<file path="src/rtl/dmem_pkg.sv">
// Data memory subsystem shared types
// Bus structs, FSM and region enums, region map and counter block

package dmem_pkg;

    // ==================================================
    // Widths
    // ==================================================

    localparam int DATA_W = 32;                 // Data and address width
    localparam int BE_W   = DATA_W / 8;         // One enable per byte lane

    // ==================================================
    // Region map
    // ==================================================

    // Region 0 at the bottom of the address space
    localparam logic [DATA_W-1:0] REGION0_BASE  = 32'h0000_0000;
    localparam int                REGION0_WORDS = 1024;     // 4 KB

    // Region 1 sits just below the 2 GB line
    localparam logic [DATA_W-1:0] REGION1_BASE  = 32'h7FFE_FFF0;
    localparam int                REGION1_WORDS = 4096;     // 16 KB

    // ==================================================
    // Core side handshake
    // ==================================================

    typedef struct packed {
        logic              req;                 // Level, held until ack or err
        logic              we;                  // 1 = write
        logic [DATA_W-1:0] addr;                // Byte address
        logic [DATA_W-1:0] wdata;
        logic [BE_W-1:0]   be;                  // Byte enables
    } core_req_t;

    typedef struct packed {
        logic              ack;                 // One cycle pulse
        logic              err;                 // One cycle pulse, never with ack
        logic [DATA_W-1:0] rdata;               // Valid with read ack
    } core_rsp_t;

    // ==================================================
    // Internal Wishbone style bus
    // ==================================================

    typedef struct packed {
        logic              cyc;
        logic              stb;
        logic              we;
        logic [DATA_W-1:0] adr;
        logic [DATA_W-1:0] dat;
        logic [BE_W-1:0]   sel;
    } wb_req_t;

    typedef struct packed {
        logic              ack;
        logic              err;
        logic [DATA_W-1:0] dat;
    } wb_rsp_t;

    // Access statistics, all wrap at 32 bits
    typedef struct packed {
        logic [31:0] cycles;
        logic [31:0] reads;
        logic [31:0] writes;
        logic [31:0] errors;
    } perf_cnt_t;

    typedef enum logic [1:0] {
        ST_IDLE = 2'd0,                         // Waiting for core req
        ST_BUS  = 2'd1,                         // Bus cycle open
        ST_RESP = 2'd2                          // Response pulse to core
    } adapter_state_e;

    typedef enum logic [1:0] {
        REG_0    = 2'd0,
        REG_1    = 2'd1,
        REG_NONE = 2'd2                         // Unmapped, answered with err
    } region_e;

endpackage

</file>
<file path="src/rtl/dmem_access_counters.sv">
// Data access performance counters
// Cycles, reads, writes and error responses, all free running
`timescale 1ns/1ps

module dmem_access_counters (
    input  logic                clk_i,
    input  logic                rst_n_i,
    input  logic                done_i,     // One pulse per finished access
    input  logic                done_we_i,
    input  logic                done_err_i,
    output dmem_pkg::perf_cnt_t perf_o
);

    import dmem_pkg::*;

    perf_cnt_t perf_q;

    // ==================================================
    // Counter update
    // ==================================================

    always_ff @(posedge clk_i) begin
        if (rst_n_i) begin
            perf_q <= '0;
        end else begin
            perf_q.cycles <= perf_q.cycles + 32'd1;       // Every cycle out of reset

            // Exactly one bucket per completion, err first
            if (done_i) begin
                if (done_err_i) begin
                    perf_q.errors <= perf_q.errors + 32'd1;
                end else if (done_we_i) begin
                    perf_q.writes <= perf_q.writes + 32'd1;
                end else begin
                    perf_q.reads  <= perf_q.reads + 32'd1;
                end
            end
        end
    end

    assign perf_o = perf_q;     // Lags the completion pulse by one cycle

endmodule

</file>
<file path="config.mk">
export PLATFORM = sky130hd
export DESIGN_NAME = dmem_access_counters
export DESIGN_NICKNAME = d
export VERILOG_FILES = /design/src/rtl/dmem_pkg.sv /design/src/rtl/dmem_access_counters.sv
export SDC_FILE = /design/constraint.sdc
export NUM_CORES = 1
export LEC_CHECK = 0
export BUFFER_PORTS_ARGS = -buffer_cell sky130_fd_sc_hd__buf_2
export CAP_MARGIN = 0
export CORE_MARGIN = 5
export CORE_UTILIZATION = 54
export DETAILED_ROUTE_END_ITERATION = 7
export PLACE_DENSITY = 0.79
export REMOVE_ABC_BUFFERS = 1
export SYNTH_ARGS = -nofsm -noshare
export SYNTH_HDL_FRONTEND = slang
export SYNTH_SLANG_ARGS = --single-unit
</file>
<file path="constraint.sdc">
create_clock -name clk_i -period 3 [get_ports clk_i]
set_clock_uncertainty 0.1 [all_clocks]
set_input_delay 0.15 -clock clk_i [delete_from_list [all_inputs] [get_ports clk_i]]
set_output_delay 0.15 -clock clk_i [all_outputs]
set_load 0.05 [all_outputs]
</file>
==> summary.md <==
| Metric | Value |
|---|---|
| Cts repair resizes | `0` |
| Max Slew Vio Count | `0` |
| Port Buf Inserts | `132` |
| # diodes | `0` |
| Initial Utilization | `55.4%` |
| R2R cell count | `5` |
| Largest register FFs | `128` |
| Most instantiated cells after synthesis | `128 x dfxtp_1, 82 x a21oi_1, 66 x or4_1, 61 x o31ai_1, 45 x nor2_1` |
| CTS tree | `yes` |
| Core Region | `10900 um^2` |
| Synth area leader | `dfxtp_1` |
| DR vias | `5942` |
| Core Util, Final | `67.3%` |
| Die height | `116 um` |
| Clk_lat worst skew | `520 ps` |
| Leakage Power | `2.73 nW` |
| Core Rows | `38` |
| Routed WL per cell | `15.5 um` |
| Multi-input logic area | `3220 um^2` |
| RSZ-0062 raised after global routing | `false` |
| Final min period | `2430 ps` |
| Io pins | `133` |
| First-pass DRT Iterations | `5` |
| Global route overflow | `0` |
| Drt initial violations | `438` |
| Layout cell share with drive strength beyond 1 | `21.4%` |
| Vias in the first global route | `5405` |
| Synth Flop Type | `dfxtp_1` |
| Maxcap violations | `0` |
| Final HPWL DP | `10300 um` |
| Initial antenna violation count | `0` |
| Synth unique cells | `39` |
| Peak Freq | `0.411 GHz` |
| Final period utilization | `81.1%` |
| #FFs+latches synth | `128` |
| Rel. slew slack | `55.7%` |
| Synthesis-to-layout area growth | `21.5%` |
| TritonCTS buffer count | `17` |
| EDFF count, synth | `0` |
| Clk sinks | `128` |
| Die area | `13400 um^2` |
| CTS root buffer | `clkbuf_8` |
| Largest fanout on the critical path | `19` |
| Most common cell in the netlist | `dfxtp_1` |
| Fillers | `888` |
| Post-synth top area share | `42.5%` |
| Synthesized instance count | `698` |
| ANT nets after route | `0` |
| Critical Path End Type | `flop` |
| Post-synthesis sequential area ratio | `42.5%` |
| Drt via density | `6.13` |
| Register Area | `2560 um^2` |
| Worst EP arrival | `2780 ps` |
| HP Class | `in2reg` |
| Maximum buffer depth of the clock tree | `2` |
| Worst Hold Depth | `2` |
| Post-Route WL | `15000 um` |
| Nets | `826` |
| Final setup fails | `0` |
| Netlist Area Pre-Place | `6030 um^2` |
| CTS clk-pin slew, worst paths | `60 ps` |
| Chip width | `116 um` |
| Status | `completed` |
| Final hold vios | `0` |
| Power per cell area | `509 nW/um^2` |
| Tot GR Track Use | `22.6%` |
| Required time of the critical path | `3340 ps` |
| Async set-reset flop share out of synthesis | `0%` |
| Top cells by area, synth | `dfxtp_1 42%, or4_1 8.2%, o31ai_1 7.6%` |
| GPL Wtd Cong | `0.850` |
| Largest net degree at the start of global routing | `62` |
| Setup Crit Path Kind | `reg2reg` |
| First-pass GRT wire length | `25000 um` |
| Fin Setup TNS | `0 ps` |
| H-tree levels | `4` |
| Peak VDD IR | `0.334 mV` |
| Worst-Margin Slew | `665 ps` |
| Syn Area/Cell | `8.64 um^2` |
| CP Launch Type | `flop` |
| DRC Markers | `0` |
| Synth warn | `0` |
per-stage QoR:
stage	hold WS, ps	cells	total power, mW	setup WS [ps]	instance area [um^2]
detailed placement	369	934	1.85	596	6740
global placement	358	934	1.85	649	6740
CTS	15.0	969	3.77	575	7320
finish	38.0	969	3.73	567	7320
global route	57.5	969	3.87	435	7320
floorplan	117	653	1.80	323	5830
layout make-up:
cell class	count	area share [%]
Sequential cell	128	35.0
Clock buffer	24	6.29
Clock inverter	7	1.16
Timing Repair Buffer	145	10.5
Tap cell	140	2.39
Multi-Input combinational cell	511	43.9
Inverter	14	0.718
final timing paths:
check | start | slack, ps | endpoint
hold / removal | rst_n_i | 40 | perf_o[102]
setup / recovery | perf_o[0] | 570 | perf_o[24]
hold reg to reg | perf_o[63] | 380 | perf_o[63]
setup reg to reg | perf_o[0] | 570 | perf_o[24]
metal layers:
layer	wire length [um]	up-vias	track usage (%)
li1	-	2903	-
met1	6510	2819	28.2
met2	7320	193	37.8
met3	903	27	5.07
met4	302	0	9.36
met5	0	-	0
critical path, cell delays in order, from the launching register on:
cell     delay, ps
dfxtp_1        390
ha_1           190
and4_4         250
or4b_1         720
or4_1          560
a21oi_1        150
repair_timing:
item,4_1_cts,5_1_grt
hold buffers,4,0
setup buffers,0,0
endpoints found under the setup margin,0,0
hold endpoints to repair,5,0
cells by family (layout without fill, tap and decap cells):
logic type	Yosys count	after routing	synth area share [%]
adder cells (fa/ha/maj)	4	4	0.830
flip-flops	128	128	42.5
buffers and inverters	59	190	4.15
AO/OA/AOI/OAI	162	162	16.0
XOR/XNOR	39	39	5.67
multiplexers	5	5	0.892
AND/OR/NAND/NOR	301	301	30.0
report_power, final:
part           switching, mW  total (mW)  internal [mW]
sequential           0.00960        1.72           1.71
clock                  0.698        1.91           1.21
combinational         0.0732      0.0997         0.0265
total                  0.780        3.73           2.95
layout by cell type (no fill, tap or decap), types with 2 or more instances in the layout:
cell type,count
clkbuf_8,3
nand4_1,35
mux2_2,3
and3_1,9
xnor2_1,12
and4_1,18
nor4_1,3
dfxtp_1,128
nor3_1,4
nand3_1,38
nand2_1,42
nand4bb_1,2
a21oi_1,82
dlygate4sd3_1,4
or3_1,19
nor2b_1,4
xor2_1,27
clkbuf_16,16
buf_4,10
buf_2,131
ha_1,4
o21ai_0,19
or4_1,66
and2_1,5
bufinv_16,2
mux2i_1,2
o31ai_1,61
inv_1,14
clkinv_2,5
clkbuf_1,5
nor2_1,45
(Power assumes the default switching activity.)
