--- src/rtl/dmem_pkg.sv ---
// Data memory subsystem shared types
// Bus structs, FSM and region enums, region map and counter block

package dmem_pkg;

    // ==================================================
    // Widths
    // ==================================================

    localparam int DATA_W = 32;                 // Data and address width
    localparam int BE_W   = DATA_W / 8;         // One enable per byte lane

    // ==================================================
    // Region map
    // ==================================================

    // Region 0 at the bottom of the address space
    localparam logic [DATA_W-1:0] REGION0_BASE  = 32'h0000_0000;
    localparam int                REGION0_WORDS = 1024;     // 4 KB

    // Region 1 sits just below the 2 GB line
    localparam logic [DATA_W-1:0] REGION1_BASE  = 32'h7FFE_FFF0;
    localparam int                REGION1_WORDS = 4096;     // 16 KB

    // ==================================================
    // Core side handshake
    // ==================================================

    typedef struct packed {
        logic              req;                 // Level, held until ack or err
        logic              we;                  // 1 = write
        logic [DATA_W-1:0] addr;                // Byte address
        logic [DATA_W-1:0] wdata;
        logic [BE_W-1:0]   be;                  // Byte enables
    } core_req_t;

    typedef struct packed {
        logic              ack;                 // One cycle pulse
        logic              err;                 // One cycle pulse, never with ack
        logic [DATA_W-1:0] rdata;               // Valid with read ack
    } core_rsp_t;

    // ==================================================
    // Internal Wishbone style bus
    // ==================================================

    typedef struct packed {
        logic              cyc;
        logic              stb;
        logic              we;
        logic [DATA_W-1:0] adr;
        logic [DATA_W-1:0] dat;
        logic [BE_W-1:0]   sel;
    } wb_req_t;

    typedef struct packed {
        logic              ack;
        logic              err;
        logic [DATA_W-1:0] dat;
    } wb_rsp_t;

    // Access statistics, all wrap at 32 bits
    typedef struct packed {
        logic [31:0] cycles;
        logic [31:0] reads;
        logic [31:0] writes;
        logic [31:0] errors;
    } perf_cnt_t;

    typedef enum logic [1:0] {
        ST_IDLE = 2'd0,                         // Waiting for core req
        ST_BUS  = 2'd1,                         // Bus cycle open
        ST_RESP = 2'd2                          // Response pulse to core
    } adapter_state_e;

    typedef enum logic [1:0] {
        REG_0    = 2'd0,
        REG_1    = 2'd1,
        REG_NONE = 2'd2                         // Unmapped, answered with err
    } region_e;

endpackage

--- src/rtl/dmem_bus_adapter.sv ---
// Core data port to internal bus adapter
// Turns a held core request into one bus cycle and a one-cycle response
`timescale 1ns/1ps

module dmem_bus_adapter (
    input  logic                clk_i,
    input  logic                rst_n_i,      // Synchronous, active high
    input  dmem_pkg::core_req_t core_req_i,
    output dmem_pkg::core_rsp_t core_rsp_o,
    output dmem_pkg::wb_req_t   bus_req_o,
    input  dmem_pkg::wb_rsp_t   bus_rsp_i,
    output logic                done_o,       // Completion pulse for the counters
    output logic                done_we_o,
    output logic                done_err_o
);

    import dmem_pkg::*;

    adapter_state_e state_q;

    // Request payload, captured in ST_IDLE
    logic              we_q;
    logic [DATA_W-1:0] addr_q;
    logic [DATA_W-1:0] wdata_q;
    logic [BE_W-1:0]   be_q;

    // Bus response, captured at the end of ST_BUS
    logic              ack_q;
    logic              err_q;
    logic [DATA_W-1:0] rdata_q;

    logic bus_done;
    assign bus_done = bus_rsp_i.ack | bus_rsp_i.err;   // Slave ends the cycle

    // ==================================================
    // FSM and response flags
    // ==================================================

    always_ff @(posedge clk_i) begin
        if (rst_n_i) begin
            state_q <= ST_IDLE;
            ack_q   <= 1'b0;
            err_q   <= 1'b0;
        end else begin
            case (state_q)
                ST_IDLE: begin
                    if (core_req_i.req) state_q <= ST_BUS;  // Open bus next cycle
                end
                ST_BUS: begin
                    if (bus_done) begin
                        ack_q   <= bus_rsp_i.ack & ~bus_rsp_i.err;  // err wins
                        err_q   <= bus_rsp_i.err;
                        state_q <= ST_RESP;
                    end
                end
                ST_RESP: begin
                    // req still high here from the core, not sampled
                    state_q <= ST_IDLE;
                end
                default: state_q <= ST_IDLE;
            endcase
        end
    end

    // Payload registers
    always_ff @(posedge clk_i) begin
        if (state_q == ST_IDLE && core_req_i.req) begin
            we_q    <= core_req_i.we;
            addr_q  <= core_req_i.addr;
            wdata_q <= core_req_i.wdata;
            be_q    <= core_req_i.be;
        end
        if (state_q == ST_BUS && bus_done) begin
            rdata_q <= bus_rsp_i.dat;             // Zero on router err
        end
    end

    // ==================================================
    // Outputs
    // ==================================================

    always_comb begin
        bus_req_o.cyc = (state_q == ST_BUS);      // Held until slave answers
        bus_req_o.stb = (state_q == ST_BUS);
        bus_req_o.we  = we_q;
        bus_req_o.adr = addr_q;
        bus_req_o.dat = wdata_q;
        bus_req_o.sel = be_q;
    end

    // Response visible only for the single ST_RESP cycle
    always_comb begin
        core_rsp_o.ack   = (state_q == ST_RESP) & ack_q;
        core_rsp_o.err   = (state_q == ST_RESP) & err_q;
        core_rsp_o.rdata = rdata_q;
    end

    assign done_o     = (state_q == ST_RESP);
    assign done_we_o  = we_q;
    assign done_err_o = err_q;

endmodule

--- config.mk ---
export PLATFORM = sky130hd
export DESIGN_NAME = dmem_bus_adapter
export DESIGN_NICKNAME = d
export VERILOG_FILES = /design/src/rtl/dmem_pkg.sv /design/src/rtl/dmem_bus_adapter.sv
export SDC_FILE = /design/constraint.sdc
export NUM_CORES = 1
export LEC_CHECK = 0
export ABC_AREA = 1
export BUFFER_PORTS_ARGS = -buffer_cell sky130_fd_sc_hd__buf_4
export CAP_MARGIN = 40
export CORE_MARGIN = 2
export CORE_UTILIZATION = 44
export CTS_CLUSTER_DIAMETER = 50
export DETAILED_ROUTE_END_ITERATION = 16
export PLACE_DENSITY = 0.79
export SETUP_SLACK_MARGIN = 0.2
export SYNTH_ARGS = -nofsm -noshare
export SYNTH_HDL_FRONTEND = slang
export SYNTH_SLANG_ARGS = --single-unit
--- constraint.sdc ---
create_clock -name clk_i -period 9.2 [get_ports clk_i]
set_clock_uncertainty 0.15 [all_clocks]
set_input_delay 0.92 -clock clk_i [delete_from_list [all_inputs] [get_ports clk_i]]
set_output_delay 0.92 -clock clk_i [all_outputs]
set_load 0.02 [all_outputs]
==> results of run 1 <==
## Yosys cell counts (all sizes together)
| cell type | number | share of area, % |
|---|---|---|
| inv | 6 | 0.70 |
| and3 | 1 | 0.23 |
| dfxtp | 4 | 2.5 |
| nor4 | 1 | 0.19 |
| buf | 2 | 0.46 |
| nand3 | 2 | 0.31 |
| edfxtp | 101 | 94 |
| nor3 | 2 | 0.31 |
| a21oi | 2 | 0.42 |
| nor2 | 4 | 0.70 |
| nand2 | 5 | 0.58 |
## kinds of logic after synthesis
family | share of synthesized area (%)
buf+inv | 1.159
simple gates | 2.318
compound gates | 0.4248
flops | 96.10
## registers in the layout (all words and copies together) (netlist names)
name	flops
ack_q	1
done_we_o	1
rdata_q	32
done_err_o	1
be_q	4
state_q	2
addr_q	32
wdata_q	32
## power breakdown
part	leakage, nW	switching (mW)	internal (mW)
registers	0.988	0.00828	0.558
clock network	0.0978	0.139	0.154
logic	1.09	0.0663	0.0612
## layer usage
layer,share of wire [%],vias to the layer above
met5,0,-
met4,1.4,0
met3,13,11
met2,53,137
met1,33,947
li1,-,946
## stage by stage
step / std cells / utilization [%] / total power [mW] / instance area [um2]
after floorplan: 130 / - / 0.6271 / 3239
after global placement: 442 / 69.22 / 0.7028 / 4967
after detailed placement: 442 / 69.22 / 0.7064 / 4967
after CTS: 458 / 72.10 / 0.9959 / 5174
after global routing: 458 / 72.10 / 1.021 / 5174
final: 458 / 72.10 / 0.9866 / 5174
## layout make-up
cell class	instances	area share, %
sequential	105	60.17
clock buffer	13	2.684
clock inverter	3	1.306
timing repair buffer	215	31.20
inverter	6	0.4353
multi-input combinational	17	1.814
tap	99	2.394
## how the worst max path moves through the flow
stage                        start          end  slack (ps)  cells past startpoint
floorplan            bus_rsp_i[32]   rdata_q[0]        5420                      2
global placement    core_req_i[69]   addr_q[11]        6560                      4
detailed placement  core_req_i[69]      be_q[1]        6500                      4
CTS                 core_req_i[69]   addr_q[19]        6870                      4
global route        core_req_i[69]   addr_q[19]        6750                      4
finish              core_req_i[69]  wdata_q[13]        6880                      4
## worst max-delay path, delay by kind of cell
kind,cells,cell delay [ps]
buf+inv,3,1100
simple gates,1,100
==> results.md, run 1 <==
- Status: finished clean
- Leakage: 2.178 nW
- Row count: 31
- Post-layout min period: 2318 ps
- Die H: 89.81 um
- Pwr dens: 190.7 nW/um2
- CTS clock-pin slew for the worst setup and hold paths: 90 ps
- Starting Density: 45.14%
- Hold Crit Depth: 2
- Commonest non-fill, non-tap cell in the layout: buf_4
- H-tree Lvls: 3
- DP HPWL: 5.881 mm
- Min-Delay Path Class: reg -> reg
- Setup CP Type: in -> reg
- Flop-to-flop setup slack: between 7000 and 8000 ps
- Top Usage Layer GRT: met2
- Clock buffer count from CTS: 9
- Setup crit start kind: input port
- Tcrit/Tclk final: 25.20%
- Die area: 8065 um2
- Max IR drop VDD: 0.0001038 V
- FF-to-FF path depth: 4
- Critical-path cell list: buf_4 -> nand3_1 -> inv_2 -> buf_4
- Data required time at the worst endpoint: 9040 ps
- I/O pins: 214
- Number of synthesis warnings: 0
- Critical Path End Type: flip-flop
- CTS tree: built
- Post-route ant nets: 0
- Sink Count: 105
- Final Max Slew Viols: 0
- Met3 global-route usage: around 9.0%
- Hold Slack: 352.4 ps
- CP peak stage delay: 530 ps
- DR iter-0 viols: between 50 and 60
- GPL Wtd Cong: approximately 0.84
- Die Width: 89.81 um
- CP max stage cell: buf_4
- CP most frequent cell: buf_4
- Global-route wire length before repair: between 10 and 15 mm
- WL/cell: 16.40 um
- Setup_tns: 0 ps
- R2r startpoint: state_q[1]
- Final net count: 460
- Pin count of the biggest net entering global routing: 39
- RSZ-0062 raised after global routing: false
- Synthesis-to-finish area growth: 59.71%
- Post-CTS setup buffers: 0
- Synth Register Bits: 105
- Multi-input logic area: 93.84 um2
- Layout cell share with drive strength beyond 1: roughly two thirds
- Worst-Margin Slew: 656.6 ps
- Grt met1 use: 19.35%
- Reg2reg end: wdata_q[13]
- Clock Latency Late Sink: 340 ps
- # DRC: 0
- Initial antenna violation count: 0
- Hold Path Sink: done_err_o
- Longest Clk Path Bufs: 2
- Final WS setup: 6882 ps
- Fin. Hold Viols: 0
- Critical path fanouts, max: 38
- Fmax: 431.4 MHz
- Vias in the first global route: 2204
- Post-CTS Resized: 0
- Post-Synthesis Cells: 130
- Routed WL: 7.513 mm
- DR pass1 iterations: 4
- GRT Resource Usage Total: 18.86%
- Slew Limit Headroom: between 50% and 60%
- Worst Path Arrival: 2160 ps
- Vias: 2041
- Vias/cell: 4.456
- Commonest cells after routing, fill and taps aside: buf_4, edfxtp_1, clkbuf_8
- Post-synthesis sequential area ratio: a little over nine tenths
- Maxcap violations: 0
- Mapped cell area: 3239 um2
- Root buffer cell: clkbuf_8
- Core area: 7176 um2
- Avg Synthesized Cell Area: about 25 um2
- Mapped Nets: between 200 and 250
- Cts hold-fix bufs: 0
- Distinct cells, synth: 14
- # port buffers: roughly 210
- Grt ovf: 0
- Met2 GRT Util: 34.09%
- Pre-CTS WS: 6498 ps
- # setup viols final: 0
- Hold_sp: done_err_o
- Reg area: 3113 um2
- # fillers: roughly 470
- Antenna cells: 0
Note: power is estimated with default switching activity, not from simulation.
==> inputs of run 2 (changes only) <==
--- a/config.mk
+++ b/config.mk
@@ -9,10 +9,10 @@
 export BUFFER_PORTS_ARGS = -buffer_cell sky130_fd_sc_hd__buf_4
 export CAP_MARGIN = 40
 export CORE_MARGIN = 2
-export CORE_UTILIZATION = 44
+export CORE_UTILIZATION = 37
 export CTS_CLUSTER_DIAMETER = 50
 export DETAILED_ROUTE_END_ITERATION = 16
-export PLACE_DENSITY = 0.79
+export PLACE_DENSITY = 0.71
 export SETUP_SLACK_MARGIN = 0.2
 export SYNTH_ARGS = -nofsm -noshare
 export SYNTH_HDL_FRONTEND = slang
==> constraint.sdc (replaced) <==
create_clock -name clk_i -period 1.97 [get_ports clk_i]
set_clock_uncertainty 0.15 [all_clocks]
set_input_delay 0.197 -clock clk_i [delete_from_list [all_inputs] [get_ports clk_i]]
set_output_delay 0.197 -clock clk_i [all_outputs]
set_load 0.02 [all_outputs]
==> results.md, run 2 <==
- Post-Synthesis Cells: 130
- Sink Count: between 100 and 150
- GPL Wtd Cong: 0.8355
- Top post-synthesis cells by area: edfxtp_1, dfxtp_1, nand2_1
- DP HPWL: 5.599 mm
- Synth top area share: 93.63%
- Count leader, synth: edfxtp_1
- Post-synthesis sequential area ratio: ~96%
- Ys async rst share: 0%
- Number of synthesis warnings: 0
- Post-CTS setup buffers: 0
- Post-CTS Resized: 0
- Synth Register Bits: 105
- Root buffer cell: clkbuf_8
- Avg Synthesized Cell Area: 24.92 um2
- Starting Density: between 30% and 40%
- Most used DFF post-synth: edfxtp_1
- Status: aborted with a tool error
- Synth top cells by count: edfxtp_1, nand2_1, dfxtp_1, inv_1, nor2_1
- EDFF count, synth: between 100 and 150
- Area leader, netlist: edfxtp_1
- Post-Place Cells: 452
- # port buffers: about 210
- Longest Clk Path Bufs: 2
- Die H: roughly 98 um
- Row count: 34
- Stopping stage: 4_1_cts
- I/O pins: approximately 210
- Cts hold-fix bufs: 101
- Mapped Nets: 236
- Mapped cell area: 3239 um2
- Clock buffer count from CTS: 9
- H-tree Lvls: 3
- First Err: [ERROR RSZ-0060] Max buffer count reached.
- Distinct cells, synth: 14
- Die Width: between 90 and 100 um
==> run 2: cell counts after synthesis <==
Identical to the previous run, type by type.
==> run 2: through the flow <==
step	TNS, ps	worst slack (ps)	hold WS (ps)	util (%)	cell area [um2]
detailed placement	0	495.0	226.4	58.55	5031
global placement	0	507.1	225.3	58.55	5031
floorplan	-4077	-59.09	108.7	-	3277
==> run 2: logic make-up after synthesis <==
family                 after synthesis  share of synthesized area (%)
flip-flops                         105                          96.10
AND/OR/NAND/NOR                     15                          2.318
buffers and inverters                8                          1.159
AO/OA/AOI/OAI                        2                         0.4248
==> inputs of run 3 (changes only) <==
--- a/config.mk
+++ b/config.mk
@@ -9,11 +9,9 @@
 export BUFFER_PORTS_ARGS = -buffer_cell sky130_fd_sc_hd__buf_4
 export CAP_MARGIN = 40
 export CORE_MARGIN = 2
-export CORE_UTILIZATION = 37
-export CTS_CLUSTER_DIAMETER = 50
+export CORE_UTILIZATION = 30
 export DETAILED_ROUTE_END_ITERATION = 16
-export PLACE_DENSITY = 0.71
-export SETUP_SLACK_MARGIN = 0.2
+export PLACE_DENSITY_LB_ADDON = 0.15
 export SYNTH_ARGS = -nofsm -noshare
 export SYNTH_HDL_FRONTEND = slang
 export SYNTH_SLANG_ARGS = --single-unit
==> constraint.sdc (replaced) <==
create_clock -name clk_i -period 2.56 [get_ports clk_i]
set_clock_uncertainty 0.15 [all_clocks]
set_input_delay 0.256 -clock clk_i [delete_from_list [all_inputs] [get_ports clk_i]]
set_output_delay 0.256 -clock clk_i [all_outputs]
set_load 0.02 [all_outputs]
==> results.md, run 3 <==
- Longest Clk Path Bufs: 2
- Cts hold-fix bufs: 101
- Starting Density: 31.10%
- Synth Register Bits: 105
- Area leader, netlist: edfxtp_1
- GPL Wtd Cong: 0.7473
- H-tree Lvls: 3
- Distinct cells, synth: 14
- I/O pins: 214
- # port buffers: 213
- Row count: 37
- Die H: between 100 and 150 um
- Pre-CTS WS: a little over 1000 ps
- Post-Place Cells: between 400 and 500
- Most used DFF post-synth: edfxtp_1
- Root buffer cell: clkbuf_8
- Mapped cell area: about 3200 um2
- Top post-synthesis cells by area: edfxtp_1, dfxtp_1, nand2_1
- Stopping stage: 4_1_cts
- Count leader, synth: edfxtp_1
- Ys async rst share: 0%
- Die Width: 107.9 um
- Sink Count: 105
- DP HPWL: slightly below 6 mm
- Post-Synthesis Cells: 130
- Post-CTS Resized: 0
- Post-CTS setup buffers: 0
- First Err: [ERROR RSZ-0060] Max buffer count reached.
- Number of synthesis warnings: 0
- Avg Synthesized Cell Area: 24.92 um2
- Synth top area share: between 90% and 100%
- Mapped Nets: 236
- Clock buffer count from CTS: 9
- EDFF count, synth: 101
- Post-synthesis sequential area ratio: between 90 and 100%
- Synth top cells by count: edfxtp_1, nand2_1, dfxtp_1, inv_1, nor2_1
- Status: aborted with a tool error
-- run 3: kinds of logic after synthesis --
family | synth area share, %
buffers and inverters | 1.159
flip-flops | 96.10
AND/OR/NAND/NOR | 2.318
AO/OA/AOI/OAI | 0.4248
-- run 3: per-stage QoR --
stage,hold slack (ps),area [um2]
3_3_place_gp,284.1,5032
2_1_floorplan,168.4,3244
3_5_place_dp,285.3,5032
