===== src/rtl/dmem_pkg.sv =====
// Data memory subsystem shared types
// Bus structs, FSM and region enums, region map and counter block

package dmem_pkg;

    // ==================================================
    // Widths
    // ==================================================

    localparam int DATA_W = 32;                 // Data and address width
    localparam int BE_W   = DATA_W / 8;         // One enable per byte lane

    // ==================================================
    // Region map
    // ==================================================

    // Region 0 at the bottom of the address space
    localparam logic [DATA_W-1:0] REGION0_BASE  = 32'h0000_0000;
    localparam int                REGION0_WORDS = 1024;     // 4 KB

    // Region 1 sits just below the 2 GB line
    localparam logic [DATA_W-1:0] REGION1_BASE  = 32'h7FFE_FFF0;
    localparam int                REGION1_WORDS = 4096;     // 16 KB

    // ==================================================
    // Core side handshake
    // ==================================================

    typedef struct packed {
        logic              req;                 // Level, held until ack or err
        logic              we;                  // 1 = write
        logic [DATA_W-1:0] addr;                // Byte address
        logic [DATA_W-1:0] wdata;
        logic [BE_W-1:0]   be;                  // Byte enables
    } core_req_t;

    typedef struct packed {
        logic              ack;                 // One cycle pulse
        logic              err;                 // One cycle pulse, never with ack
        logic [DATA_W-1:0] rdata;               // Valid with read ack
    } core_rsp_t;

    // ==================================================
    // Internal Wishbone style bus
    // ==================================================

    typedef struct packed {
        logic              cyc;
        logic              stb;
        logic              we;
        logic [DATA_W-1:0] adr;
        logic [DATA_W-1:0] dat;
        logic [BE_W-1:0]   sel;
    } wb_req_t;

    typedef struct packed {
        logic              ack;
        logic              err;
        logic [DATA_W-1:0] dat;
    } wb_rsp_t;

    // Access statistics, all wrap at 32 bits
    typedef struct packed {
        logic [31:0] cycles;
        logic [31:0] reads;
        logic [31:0] writes;
        logic [31:0] errors;
    } perf_cnt_t;

    typedef enum logic [1:0] {
        ST_IDLE = 2'd0,                         // Waiting for core req
        ST_BUS  = 2'd1,                         // Bus cycle open
        ST_RESP = 2'd2                          // Response pulse to core
    } adapter_state_e;

    typedef enum logic [1:0] {
        REG_0    = 2'd0,
        REG_1    = 2'd1,
        REG_NONE = 2'd2                         // Unmapped, answered with err
    } region_e;

endpackage


===== src/rtl/dmem_region_router.sv =====
// Data memory region router
// Decodes the bus address to region 0, region 1 or an error reply
`timescale 1ns/1ps

module dmem_region_router (
    input  logic              clk_i,
    input  logic              rst_n_i,
    input  dmem_pkg::wb_req_t bus_req_i,
    output dmem_pkg::wb_rsp_t bus_rsp_o,
    output dmem_pkg::wb_req_t r0_req_o,
    input  dmem_pkg::wb_rsp_t r0_rsp_i,
    output dmem_pkg::wb_req_t r1_req_o,
    input  dmem_pkg::wb_rsp_t r1_rsp_i
);

    import dmem_pkg::*;

    logic [DATA_W-1:0] off0;              // Byte offset into region 0
    logic [DATA_W-1:0] off1;              // Byte offset into region 1
    region_e           region;
    logic              none_err_q;        // Err reply for unmapped accesses

    // ==================================================
    // Address decode
    // ==================================================

    // One unsigned compare per region, addresses below base wrap to huge offsets
    always_comb begin
        off0 = bus_req_i.adr - REGION0_BASE;
        off1 = bus_req_i.adr - REGION1_BASE;
        if (off0 < DATA_W'(REGION0_WORDS * 4)) begin
            region = REG_0;
        end else if (off1 < DATA_W'(REGION1_WORDS * 4)) begin
            region = REG_1;
        end else begin
            region = REG_NONE;
        end
    end

    // ==================================================
    // Request fanout
    // ==================================================

    always_comb begin
        r0_req_o     = bus_req_i;
        r0_req_o.adr = {2'b00, off0[DATA_W-1:2]};            // Word offset
        r0_req_o.cyc = bus_req_i.cyc & (region == REG_0);
        r0_req_o.stb = bus_req_i.stb & (region == REG_0);    // Only selected RAM sees stb

        r1_req_o     = bus_req_i;
        r1_req_o.adr = {2'b00, off1[DATA_W-1:2]};
        r1_req_o.cyc = bus_req_i.cyc & (region == REG_1);
        r1_req_o.stb = bus_req_i.stb & (region == REG_1);
    end

    // Unmapped access, err one cycle after stb, pulse even if stb stays up
    always_ff @(posedge clk_i) begin
        if (rst_n_i) begin
            none_err_q <= 1'b0;
        end else begin
            none_err_q <= bus_req_i.cyc & bus_req_i.stb &
                          (region == REG_NONE) & ~none_err_q;
        end
    end

    // ==================================================
    // Response mux
    // ==================================================

    always_comb begin
        case (region)
            REG_0: bus_rsp_o = r0_rsp_i;
            REG_1: bus_rsp_o = r1_rsp_i;
            default: begin
                bus_rsp_o.ack = 1'b0;             // Never ack an unmapped address
                bus_rsp_o.err = none_err_q;
                bus_rsp_o.dat = '0;
            end
        endcase
    end

endmodule


===== config.mk =====
export PLATFORM = sky130hd
export DESIGN_NAME = dmem_region_router
export DESIGN_NICKNAME = d
export VERILOG_FILES = /design/src/rtl/dmem_pkg.sv /design/src/rtl/dmem_region_router.sv
export SDC_FILE = /design/constraint.sdc
export NUM_CORES = 1
export LEC_CHECK = 0
export BUFFER_PORTS_ARGS = -buffer_cell sky130_fd_sc_hd__buf_4
export CORE_AREA = 5 5 122 124
export DETAILED_ROUTE_END_ITERATION = 12
export DIE_AREA = 0 0 127 129
export GPL_TIMING_DRIVEN = 0
export PLACE_DENSITY_LB_ADDON = 0.05
export SLEW_MARGIN = 0
export SYNTH_ARGS = -nofsm -noshare
export SYNTH_HDL_FRONTEND = slang
export SYNTH_SLANG_ARGS = --single-unit

===== constraint.sdc =====
create_clock -name clk_i -period 2.65 [get_ports clk_i]
set_clock_uncertainty 0.2 [all_clocks]
set_input_delay 0.1325 -clock clk_i [delete_from_list [all_inputs] [get_ports clk_i]]
set_output_delay 0.1325 -clock clk_i [all_outputs]
set_load 0.02 [all_outputs]

==> flow_summary_export.csv, run 1 <==
group,metric,value,unit
setup_path,critPathLaunchType,"input pin",
run_status,status,"finished with violations",
finish,top_regs,"none_err_q: 1 flops",
yosys,synth_area_per_cell,7.25,um2
timing,fmax,366,MHz
placed_design,dp_cells,740,
power_and_ir_drop,power_density,144,nW/um2
floorplan,coreArea,13700,um2
finish,fin_nets,727,
placed_design,place.gp.congestion,0.751,
yosys,synth_ff_type,"dfxtp_1",
yosys,netlist_top_cells_area,"buf_4 39%, a22o_1 14%, xnor2_1 5.8%",
placed_design,io_buffers,267,
floorplan,dieArea,16400,um2
clocking,clk_latency,0,ns
global_route,antenna_found_initial,0,
min_path,worstHoldPathType,"input pin to register",
power_and_ir_drop,swShare,45.0,%
power_and_ir_drop,leakagePower,2.77,nW
global_route,grt.met2_usage,23.3,%
setup_path,reg2reg_from,"none_err_q",
global_route,grtUsageTotal,11.6,%
yosys,syn-cell-area,2100,um2
floorplan,io_pins,317,
timing,final-setup-viol-count,35,
finish,antenna_cells,0,
setup_path,crit_path_end,"bus_rsp_o[10]",
finish,final_cells,763,
clocking,clk_pin_slew,0,ns
floorplan,floorplan.die.height,129,um
finish,drive_above_1_share,79.2,%
floorplan,die_x,127,um
yosys,ys_ff_latch,1,
setup_path,rrSetupSlack,1.78,ns
setup_path,arrival,2.40,ns
global_route,met1_usage,12.0,%
finish,fill_cells,1453,
yosys,netlist_top_cells_count,"110 x buf_4, 33 x a22o_1, 15 x nand2_1, 14 x nor2_1, 14 x xnor2_1",
setup_path,crit_path_end_kind,"output pin",
placed_design,hpwl,9460,um
yosys,yosysWarnings,0,
setup_path,required,2.32,ns
timing,report.final.slew_viol_count,0,
yosys,synthArstFlopShare,0,%
setup_path,reg2regPathDepth,3,
power_and_ir_drop,irDropWorstVdd,0.0000728,V
yosys,ys_seq_area_share,0.952,%
power_and_ir_drop,pwr-share-clk,0,%
timing,hold_ws,0.198,ns
yosys,synth_cells,290,
global_route,gr-total-overflow,0,
clocking,hold_buffers,0,
detailed_routing,drt_iter0_markers,77,
detailed_routing,wl_per_cell,14.3,um
global_route,grt_use_met3,4.28,%
yosys,synth_edf_count,0,
yosys,synth.most_common_cell,"buf_4",
yosys,synth_cell_types,42,
detailed_routing,vias,2989,
run_status,violations,"negative setup slack",
global_route,top_usage_layer,"met2",
power_and_ir_drop,pwr-share-comb,97.8,%
timing,layout_setup_ws,-0.0786,ns
power_and_ir_drop,p_int,0.000411,W
job,cap_violations,0,
setup_path,crit_chain,"buf_8 -> nand4_4 -> o41a_1 -> buf_6 -> nor3b_4 -> buf_4 -> and4b_1 -> o22ai_4 -> nor3_4 -> buf_12 -> buf_4 -> a22o_1 -> buf_6",
detailed_routing,drc_errors,0,
setup_path,critical-path-max-stage-delay,0.44,ns
timing,rsz0062_at_grt,"yes",
floorplan,rows,43,
global_route,grt_pass1_vias,3281,
setup_path,crit_slowest_cell,"o41a_1",
yosys,yosysTopAreaCellShare,39.3,%
global_route,grt_pass1_wl,16100,um
floorplan,start_util,15.4,%
global_route,grt_start_max_net_pins,11,
setup_path,rr_endpoint,"none_err_q",
power_and_ir_drop,seq_power_share,2.2,%
finish,largest-register,"none_err_q",
yosys,yosysTopAreaCell,"buf_4",
setup_path,path_max_fanout,9,
setup_path,startpoint,"bus_req_i[47]",
timing,post-route-period-util,103,%
timing,period_minus_slack,2.73,ns
setup_path,crit_type,"input pin to output pin",
power_and_ir_drop,switching_power,0.000336,W
detailed_routing,first_pass_iters,4,
finish,largest_reg_flops,1,
detailed_routing,viasPerCell,3.92,
detailed_routing,wirelength,10900,um
timing,hold_violations,0,
finish,synthToLayoutAreaGrowth,147,%
detailed_routing,ant_nets,0,
## metrics by stage
step                worst slack, ns  util [%]  TNS [ns]  area, um2  total power [W]
finish                      -0.0786      38.0     -2.11       5190         0.000747
global route                 -0.186      38.0     -5.67       5190         0.000793
CTS                          -0.108      37.3     -2.84       5090         0.000747
detailed placement           -0.427      33.7    -13.96       4600         0.000713
global placement             -0.415      33.7    -13.48       4600         0.000709
floorplan                   0.00670         -         0       2370         0.000372
## how the worst min path moves through the flow
stage,cells after the start,startpoint,end
6_report,4,rst_n_i,none_err_q
5_1_grt,4,rst_n_i,none_err_q
4_1_cts,4,rst_n_i,none_err_q
3_5_place_dp,4,rst_n_i,none_err_q
3_3_place_gp,3,bus_req_i[69],none_err_q
2_1_floorplan,2,bus_req_i[69],none_err_q
## layer usage
metal | up-vias | wire length, um
met5 | - | 0
met4 | 0 | 57
met3 | 4 | 1290
met2 | 169 | 5930
met1 | 1327 | 3640
li1 | 1489 | -
## layout make-up
class,count,area [um2],share of cell area (%)
repair buffers,290,2420,46.7
multi-input cells,159,1520,29.3
inverters,11,41.3,0.796
plain buffers,122,961,18.5
flip-flops and latches,1,20.0,0.386
well taps,180,225,4.34
## logic make-up (layout without fill, tap and decap cells)
kind of cell | count (synthesis) | count (layout) | synth area share (%)
AOI/OAI and AO/OA | 45 | 45 | 18.9
and+or+nand+nor | 84 | 84 | 23.9
muxes | 2 | 2 | 1.07
buffers and inverters | 133 | 423 | 44.8
other | 1 | 4 | 0.178
xor gates and xnor gates | 23 | 23 | 9.58
adders and majority gates | 1 | 1 | 0.595
DFF | 1 | 1 | 0.952
## layout by cell type, fill, tap and decap left out, drive strengths merged, types with 2 or more instances in the layout
cell    synthesis  routed
a22o           33      33
a31oi           2       2
and2            5       5
and3            4       4
and4            3       3
buf           114     403
clkbuf          8       9
conb            1       4
inv            11      11
mux2            2       2
nand2          15      15
nand2b          2       2
nand3           8       8
nand4           6       6
nor2           14      14
nor2b           2       2
nor3            9       9
nor3b           2       2
nor4            8       8
o31a            3       3
xnor2          14      14
xor2            9       9
## what timing repair did
item | 4_1_cts | 5_1_grt
buffers inserted | 18 | 4
gates resized for setup | 74 | 15
pin swaps | 11 | 11
gates cloned | 1 | 1
endpoints found under the setup margin | 37 | 39
## critical path: cells and delay by family
family / cells / cell delay (ns)
and+or+nand+nor: 4 / 0.79
AOI/OAI and AO/OA: 3 / 0.67
buffers and inverters: 6 / 0.80
## power groups by stage
stage	Clock [W]	Combinational, W	Sequential [W]
finish	0	0.000731	0.0000164
global route	0	0.000777	0.0000165
CTS	0	0.000731	0.0000164
detailed placement	0	0.000696	0.0000164
global placement	0	0.000693	0.0000164
floorplan	0	0.000355	0.0000162
(Power assumes the default switching activity.)
==> inputs of run 2 (changes only) <==
--- a/config.mk
+++ b/config.mk
@@ -15,3 +15,4 @@
 export SYNTH_ARGS = -nofsm -noshare
 export SYNTH_HDL_FRONTEND = slang
 export SYNTH_SLANG_ARGS = --single-unit
+export TNS_END_PERCENT = 10
==> flow_summary_export.csv, run 2 (synthesized netlist as in run 1, its figures left out) <==
group,metric,value,unit
run_status,status,"finished with violations",
run_status,violations,"negative setup slack",
timing,post-route-period-util,103,%
detailed_routing,viasPerCell,3.93,
finish,drive_above_1_share,78.9,%
finish,fill_cells,1447,
clocking,clk_pin_slew,0,ns
setup_path,path_max_fanout,10,
finish,final_common_cell,"buf_4",
setup_path,critPathLaunchType,"input pin",
detailed_routing,ant_nets,0,
timing,tns,-1.98,ns
job,cap_violations,0,
setup_path,arrival,2.40,ns
setup_path,crit_slowest_cell,"or4b_4",
finish,synthToLayoutAreaGrowth,143,%
setup_path,reg2reg_from,"none_err_q",
timing,final-setup-viol-count,35,
finish,antenna_cells,0,
timing,hold_violations,0,
detailed_routing,first_pass_iters,4,
detailed_routing,wl_per_cell,14.3,um
timing,layout_setup_ws,-0.0814,ns
timing,fmax,366,MHz
floorplan,die_x,127,um
detailed_routing,drc_errors,0,
finish,largest_reg_flops,1,
finish,layout_common_cells,"348 x buf_4, 43 x buf_6, 27 x a22o_4",
finish,top_regs,"none_err_q: 1 flops",
power_and_ir_drop,leakagePower,2.73,nW
global_route,grt_pass1_vias,3178,
power_and_ir_drop,irDropWorstVdd,0.0000728,V
placed_design,hpwl,9460,um
timing,report.final.slew_viol_count,0,
finish,fin_nets,723,
detailed_routing,vias,2981,
setup_path,startpoint,"bus_req_i[59]",
min_path,hp-start,"rst_n_i",
setup_path,critical-path-max-stage-delay,0.53,ns
setup_path,crit_path_end_kind,"output pin",
floorplan,io_pins,317,
global_route,grtUsageTotal,11.4,%
clocking,hold_buffers,0,
global_route,grt_pass1_wl,15600,um
setup_path,crit_chain,"buf_8 -> and3_4 -> or4b_4 -> a31o_4 -> nor4_4 -> nand4b_4 -> nor3_4 -> buf_12 -> buf_12 -> and2_4 -> buf_6",
timing,rsz0062_at_grt,"yes",
placed_design,io_buffers,267,
clocking,clk_latency,0,ns
global_route,grt_start_max_net_pins,11,
finish,largest-register,"none_err_q",
power_and_ir_drop,power_density,145,nW/um2
setup_path,critPathMostFrequentCell,"buf_12",
floorplan,start_util,15.4,%
detailed_routing,wirelength,10800,um
min_path,worstHoldPathType,"input pin to register",
global_route,antenna_found_initial,0,
floorplan,dieArea,16400,um2
placed_design,place.gp.congestion,0.751,
floorplan,floorplan.die.height,129,um
global_route,gr-total-overflow,0,
finish,final_core_util,37.4,%
floorplan,coreArea,13700,um2
timing,period_minus_slack,2.73,ns
floorplan,rows,43,
setup_path,required,2.32,ns
detailed_routing,drt_iter0_markers,83,
setup_path,crit_type,"input pin to output pin",
run 2: changes by cell type in the layout (fill, tap and decap cells not counted), sizes merged:
cell,before,now
buf,403,400
clkbuf,9,8
run 2: final timing paths:
path / depth (start not counted) / slack [ns] / to
setup / recovery: 11 / -0.08 / r1_req_o[70]
hold / removal: 4 / 0.20 / none_err_q
setup reg to reg: 3 / 1.78 / none_err_q
hold reg to reg: 3 / 0.33 / none_err_q
run 2: critical path, delay by kind of cell:
kind	cells	cell delay, ns
AOI/OAI and AO/OA	1	0.26
buffers and inverters	4	0.50
and+or+nand+nor	6	1.49
run 2: repair_timing:
item / 4_1_cts / 5_1_grt
gates cloned: 0 / 1
setup endpoints to repair: 37 / 39
pin swaps: 9 / 21
resized for setup: 66 / 21
setup buffers: 7 / 11
run 2: power breakdown:
group | total [W] | internal [W] | leakage (nW) | switching (W)
Sequential | 0.0000164 | 0.0000160 | 0.00820 | 0.000000366
Clock | 0 | 0 | 0 | 0
Combinational | 0.000725 | 0.000391 | 2.72 | 0.000334
run 2: area by class of cell:
| class | instances | area [um2] | share of cell area [%] |
|---|---|---|---|
| buffer | 122 | 956 | 18.7 |
| tap | 180 | 225 | 4.40 |
| inverter | 11 | 41.3 | 0.807 |
| multi-input combinational | 159 | 1510 | 29.5 |
| sequential | 1 | 20.0 | 0.391 |
| timing repair buffer | 286 | 2360 | 46.2 |
run 2: per-layer routing:
layer / GRT usage (%) / vias to the layer above / wire, um
met4: 0.568 / 0 / 59
met3: 4.23 / 4 / 1350
met5: 0 / - / 0
met1: 11.8 / 1311 / 3570
met2: 22.7 / 186 / 5870
li1: - / 1480 / -
run 2: metrics by stage:
step	setup WS (ns)	area (um2)	total power (W)	hold WS [ns]	cells
2_1_floorplan	0.00670	2370	0.000372	0.0632	293
3_3_place_gp	-0.415	4600	0.000709	0.197	740
3_5_place_dp	-0.427	4600	0.000713	0.199	740
4_1_cts	-0.118	4950	0.000733	0.199	747
5_1_grt	-0.179	5120	0.000787	0.248	759
6_report	-0.0814	5120	0.000741	0.197	759
==> inputs of run 3 (changes only) <==
--- a/config.mk
+++ b/config.mk
@@ -6,9 +6,12 @@
 export NUM_CORES = 1
 export LEC_CHECK = 0
 export BUFFER_PORTS_ARGS = -buffer_cell sky130_fd_sc_hd__buf_4
-export CORE_AREA = 5 5 122 124
+export CELL_PAD_IN_SITES_DETAIL_PLACEMENT = 1
+export CELL_PAD_IN_SITES_GLOBAL_PLACEMENT = 1
+export CORE_ASPECT_RATIO = 1.2
+export CORE_MARGIN = 5
+export CORE_UTILIZATION = 16
 export DETAILED_ROUTE_END_ITERATION = 12
-export DIE_AREA = 0 0 127 129
 export GPL_TIMING_DRIVEN = 0
 export PLACE_DENSITY_LB_ADDON = 0.05
 export SLEW_MARGIN = 0
==> flow_summary_export.csv, run 3 (synthesized netlist as in run 1, its figures left out) <==
group,metric,value,unit
run_status,status,"finished with violations",
run_status,violations,"negative setup slack",
placed_design,io_buffers,267,
detailed_routing,vias,3129,
timing,report.final.slew_viol_count,0,
finish,fill_cells,1570,
setup_path,crit_type,"input pin to output pin",
min_path,worstHoldPathType,"input pin to register",
detailed_routing,wl_met2,7380,um
global_route,grt_start_max_net_pins,11,
placed_design,hpwl,11300,um
placed_design,postPlaceCellArea,4590,um2
setup_path,rr_endpoint,"none_err_q",
timing,layout_setup_ws,-0.0569,ns
min_path,holdPathStages,4,
power_and_ir_drop,irDropWorstVdd,0.0000671,V
floorplan,dieArea,15500,um2
setup_path,rrSetupSlack,1.77,ns
setup_path,path_max_fanout,10,
global_route,grt_pass1_vias,3537,
floorplan,io_pins,317,
min_path,hp-start,"rst_n_i",
finish,final_area,5210,um2
timing,fmax,369,MHz
detailed_routing,drt_iter0_markers,46,
global_route,grtUsageTotal,14.9,%
setup_path,crit_path_end_kind,"output pin",
detailed_routing,wirelength,12800,um
floorplan,start_util,16.1,%
floorplan,coreArea,13100,um2
timing,final-setup-viol-count,36,
timing,hold_violations,0,
finish,largest-register,"none_err_q",
min_path,worstHoldEndpoint,"none_err_q",
placed_design,place.gp.congestion,0.767,
setup_path,reg2reg_from,"none_err_q",
detailed_routing,drc_errors,0,
finish,final_common_cell,"buf_4",
detailed_routing,route.met3.wl,1600,um
finish,antenna_cells,0,
setup_path,required,2.32,ns
finish,drive_above_1_share,79.4,%
detailed_routing,viasPerCell,4.14,
timing,post-route-period-util,102,%
finish,layout_common_cells,"348 x buf_4, 51 x buf_6, 27 x a22o_4",
detailed_routing,first_pass_iters,2,
finish,largest_reg_flops,1,
clocking,clk_pin_slew,0,ns
floorplan,floorplan.die.height,136,um
floorplan,die_x,115,um
timing,max-slew-margin-rel,60.4,%
power_and_ir_drop,power_density,146,nW/um2
timing,rsz0062_at_grt,"yes",
global_route,grt_pass1_wl,18700,um
finish,fin_nets,731,
global_route,antenna_found_initial,0,
floorplan,rows,46,
global_route,gr-total-overflow,0,
setup_path,reg2regPathDepth,3,
finish,top_regs,"none_err_q: 1 flops",
job,cap_violations,0,
finish,final_core_util,39.9,%
detailed_routing,m1WireLength,3790,um
clocking,clk_latency,0,ns
timing,period_minus_slack,2.71,ns
detailed_routing,ant_nets,0,
detailed_routing,topRoutingLayerUsed,"met4",
detailed_routing,wl_per_cell,17.0,um
setup_path,arrival,2.37,ns
setup_path,critPathLaunchType,"input pin",
timing,worst_slew_pin_slew,0.594,ns
power_and_ir_drop,leakagePower,2.78,nW
finish,synthToLayoutAreaGrowth,148,%
run 3: cell count changes in the layout (fill, tap and decap cells not counted), moves of 2 or more:
cell	delta
nand3_2	+2
nand3_1	-2
buf_12	-2
buf_6	+8
run 3: area by class of cell:
| cell class | instances | area, um2 | share of cell area [%] |
|---|---|---|---|
| plain buffers | 122 | 955 | 18.3 |
| repair buffers | 294 | 2460 | 47.2 |
| well taps | 168 | 210 | 4.04 |
| flip-flops and latches | 1 | 20.0 | 0.384 |
| multi-input cells | 159 | 1530 | 29.3 |
| inverters | 11 | 41.3 | 0.793 |
run 3: worst max path at each step:
| stage | from | end | cells after the start |
|---|---|---|---|
| after global routing | bus_req_i[41] | bus_rsp_o[26] | 13 |
| after floorplan | bus_req_i[57] | r1_req_o[69] | 9 |
| final | bus_req_i[57] | r1_req_o[70] | 11 |
| after detailed placement | bus_req_i[40] | bus_rsp_o[28] | 11 |
| after global placement | bus_req_i[40] | r1_req_o[69] | 11 |
| after CTS | bus_req_i[57] | bus_rsp_o[26] | 11 |
run 3: per-stage QoR:
| stage | hold WS, ns | total power, W | TNS (ns) | setup WS [ns] | cells |
|---|---|---|---|---|---|
| floorplan | 0.0632 | 0.000372 | 0 | 0.00670 | 293 |
| global placement | 0.197 | 0.000710 | -12.86 | -0.397 | 728 |
| detailed placement | 0.203 | 0.000719 | -14.34 | -0.438 | 728 |
| CTS | 0.208 | 0.000760 | -1.80 | -0.0883 | 751 |
| global route | 0.241 | 0.000807 | -4.18 | -0.143 | 755 |
| finish | 0.206 | 0.000760 | -1.09 | -0.0569 | 755 |
run 3: layer usage:
layer  vias up  track usage [%]
met5         -                0
met4         0            0.594
met3         4             6.70
met2       165             30.8
met1      1463             13.6
li1       1497                -
run 3: what timing repair did:
item,CTS,global route
hold buffers,0,0
gates cloned,1,0
endpoints found under the setup margin,37,39
pin swaps,14,11
resized for setup,83,12
setup buffers,22,4
run 3: power by group:
| group | switching, W | leakage [nW] | internal, W | total [W] |
|---|---|---|---|---|
| registers | 0.000000352 | 0.00820 | 0.0000160 | 0.0000163 |
| logic | 0.000343 | 2.77 | 0.000401 | 0.000744 |
| clock network | 0 | 0 | 0 | 0 |
run 3: worst max-delay path, cell delays in order:
cell and delay (ns):
clkbuf_16 0.12, and3_4 0.16, or4b_1 0.52, a31o_4 0.26, nor4_4 0.31, nand4b_4 0.16, nor3_4 0.18, buf_6 0.15
buf_8 0.14, and2_4 0.14, buf_6 0.11
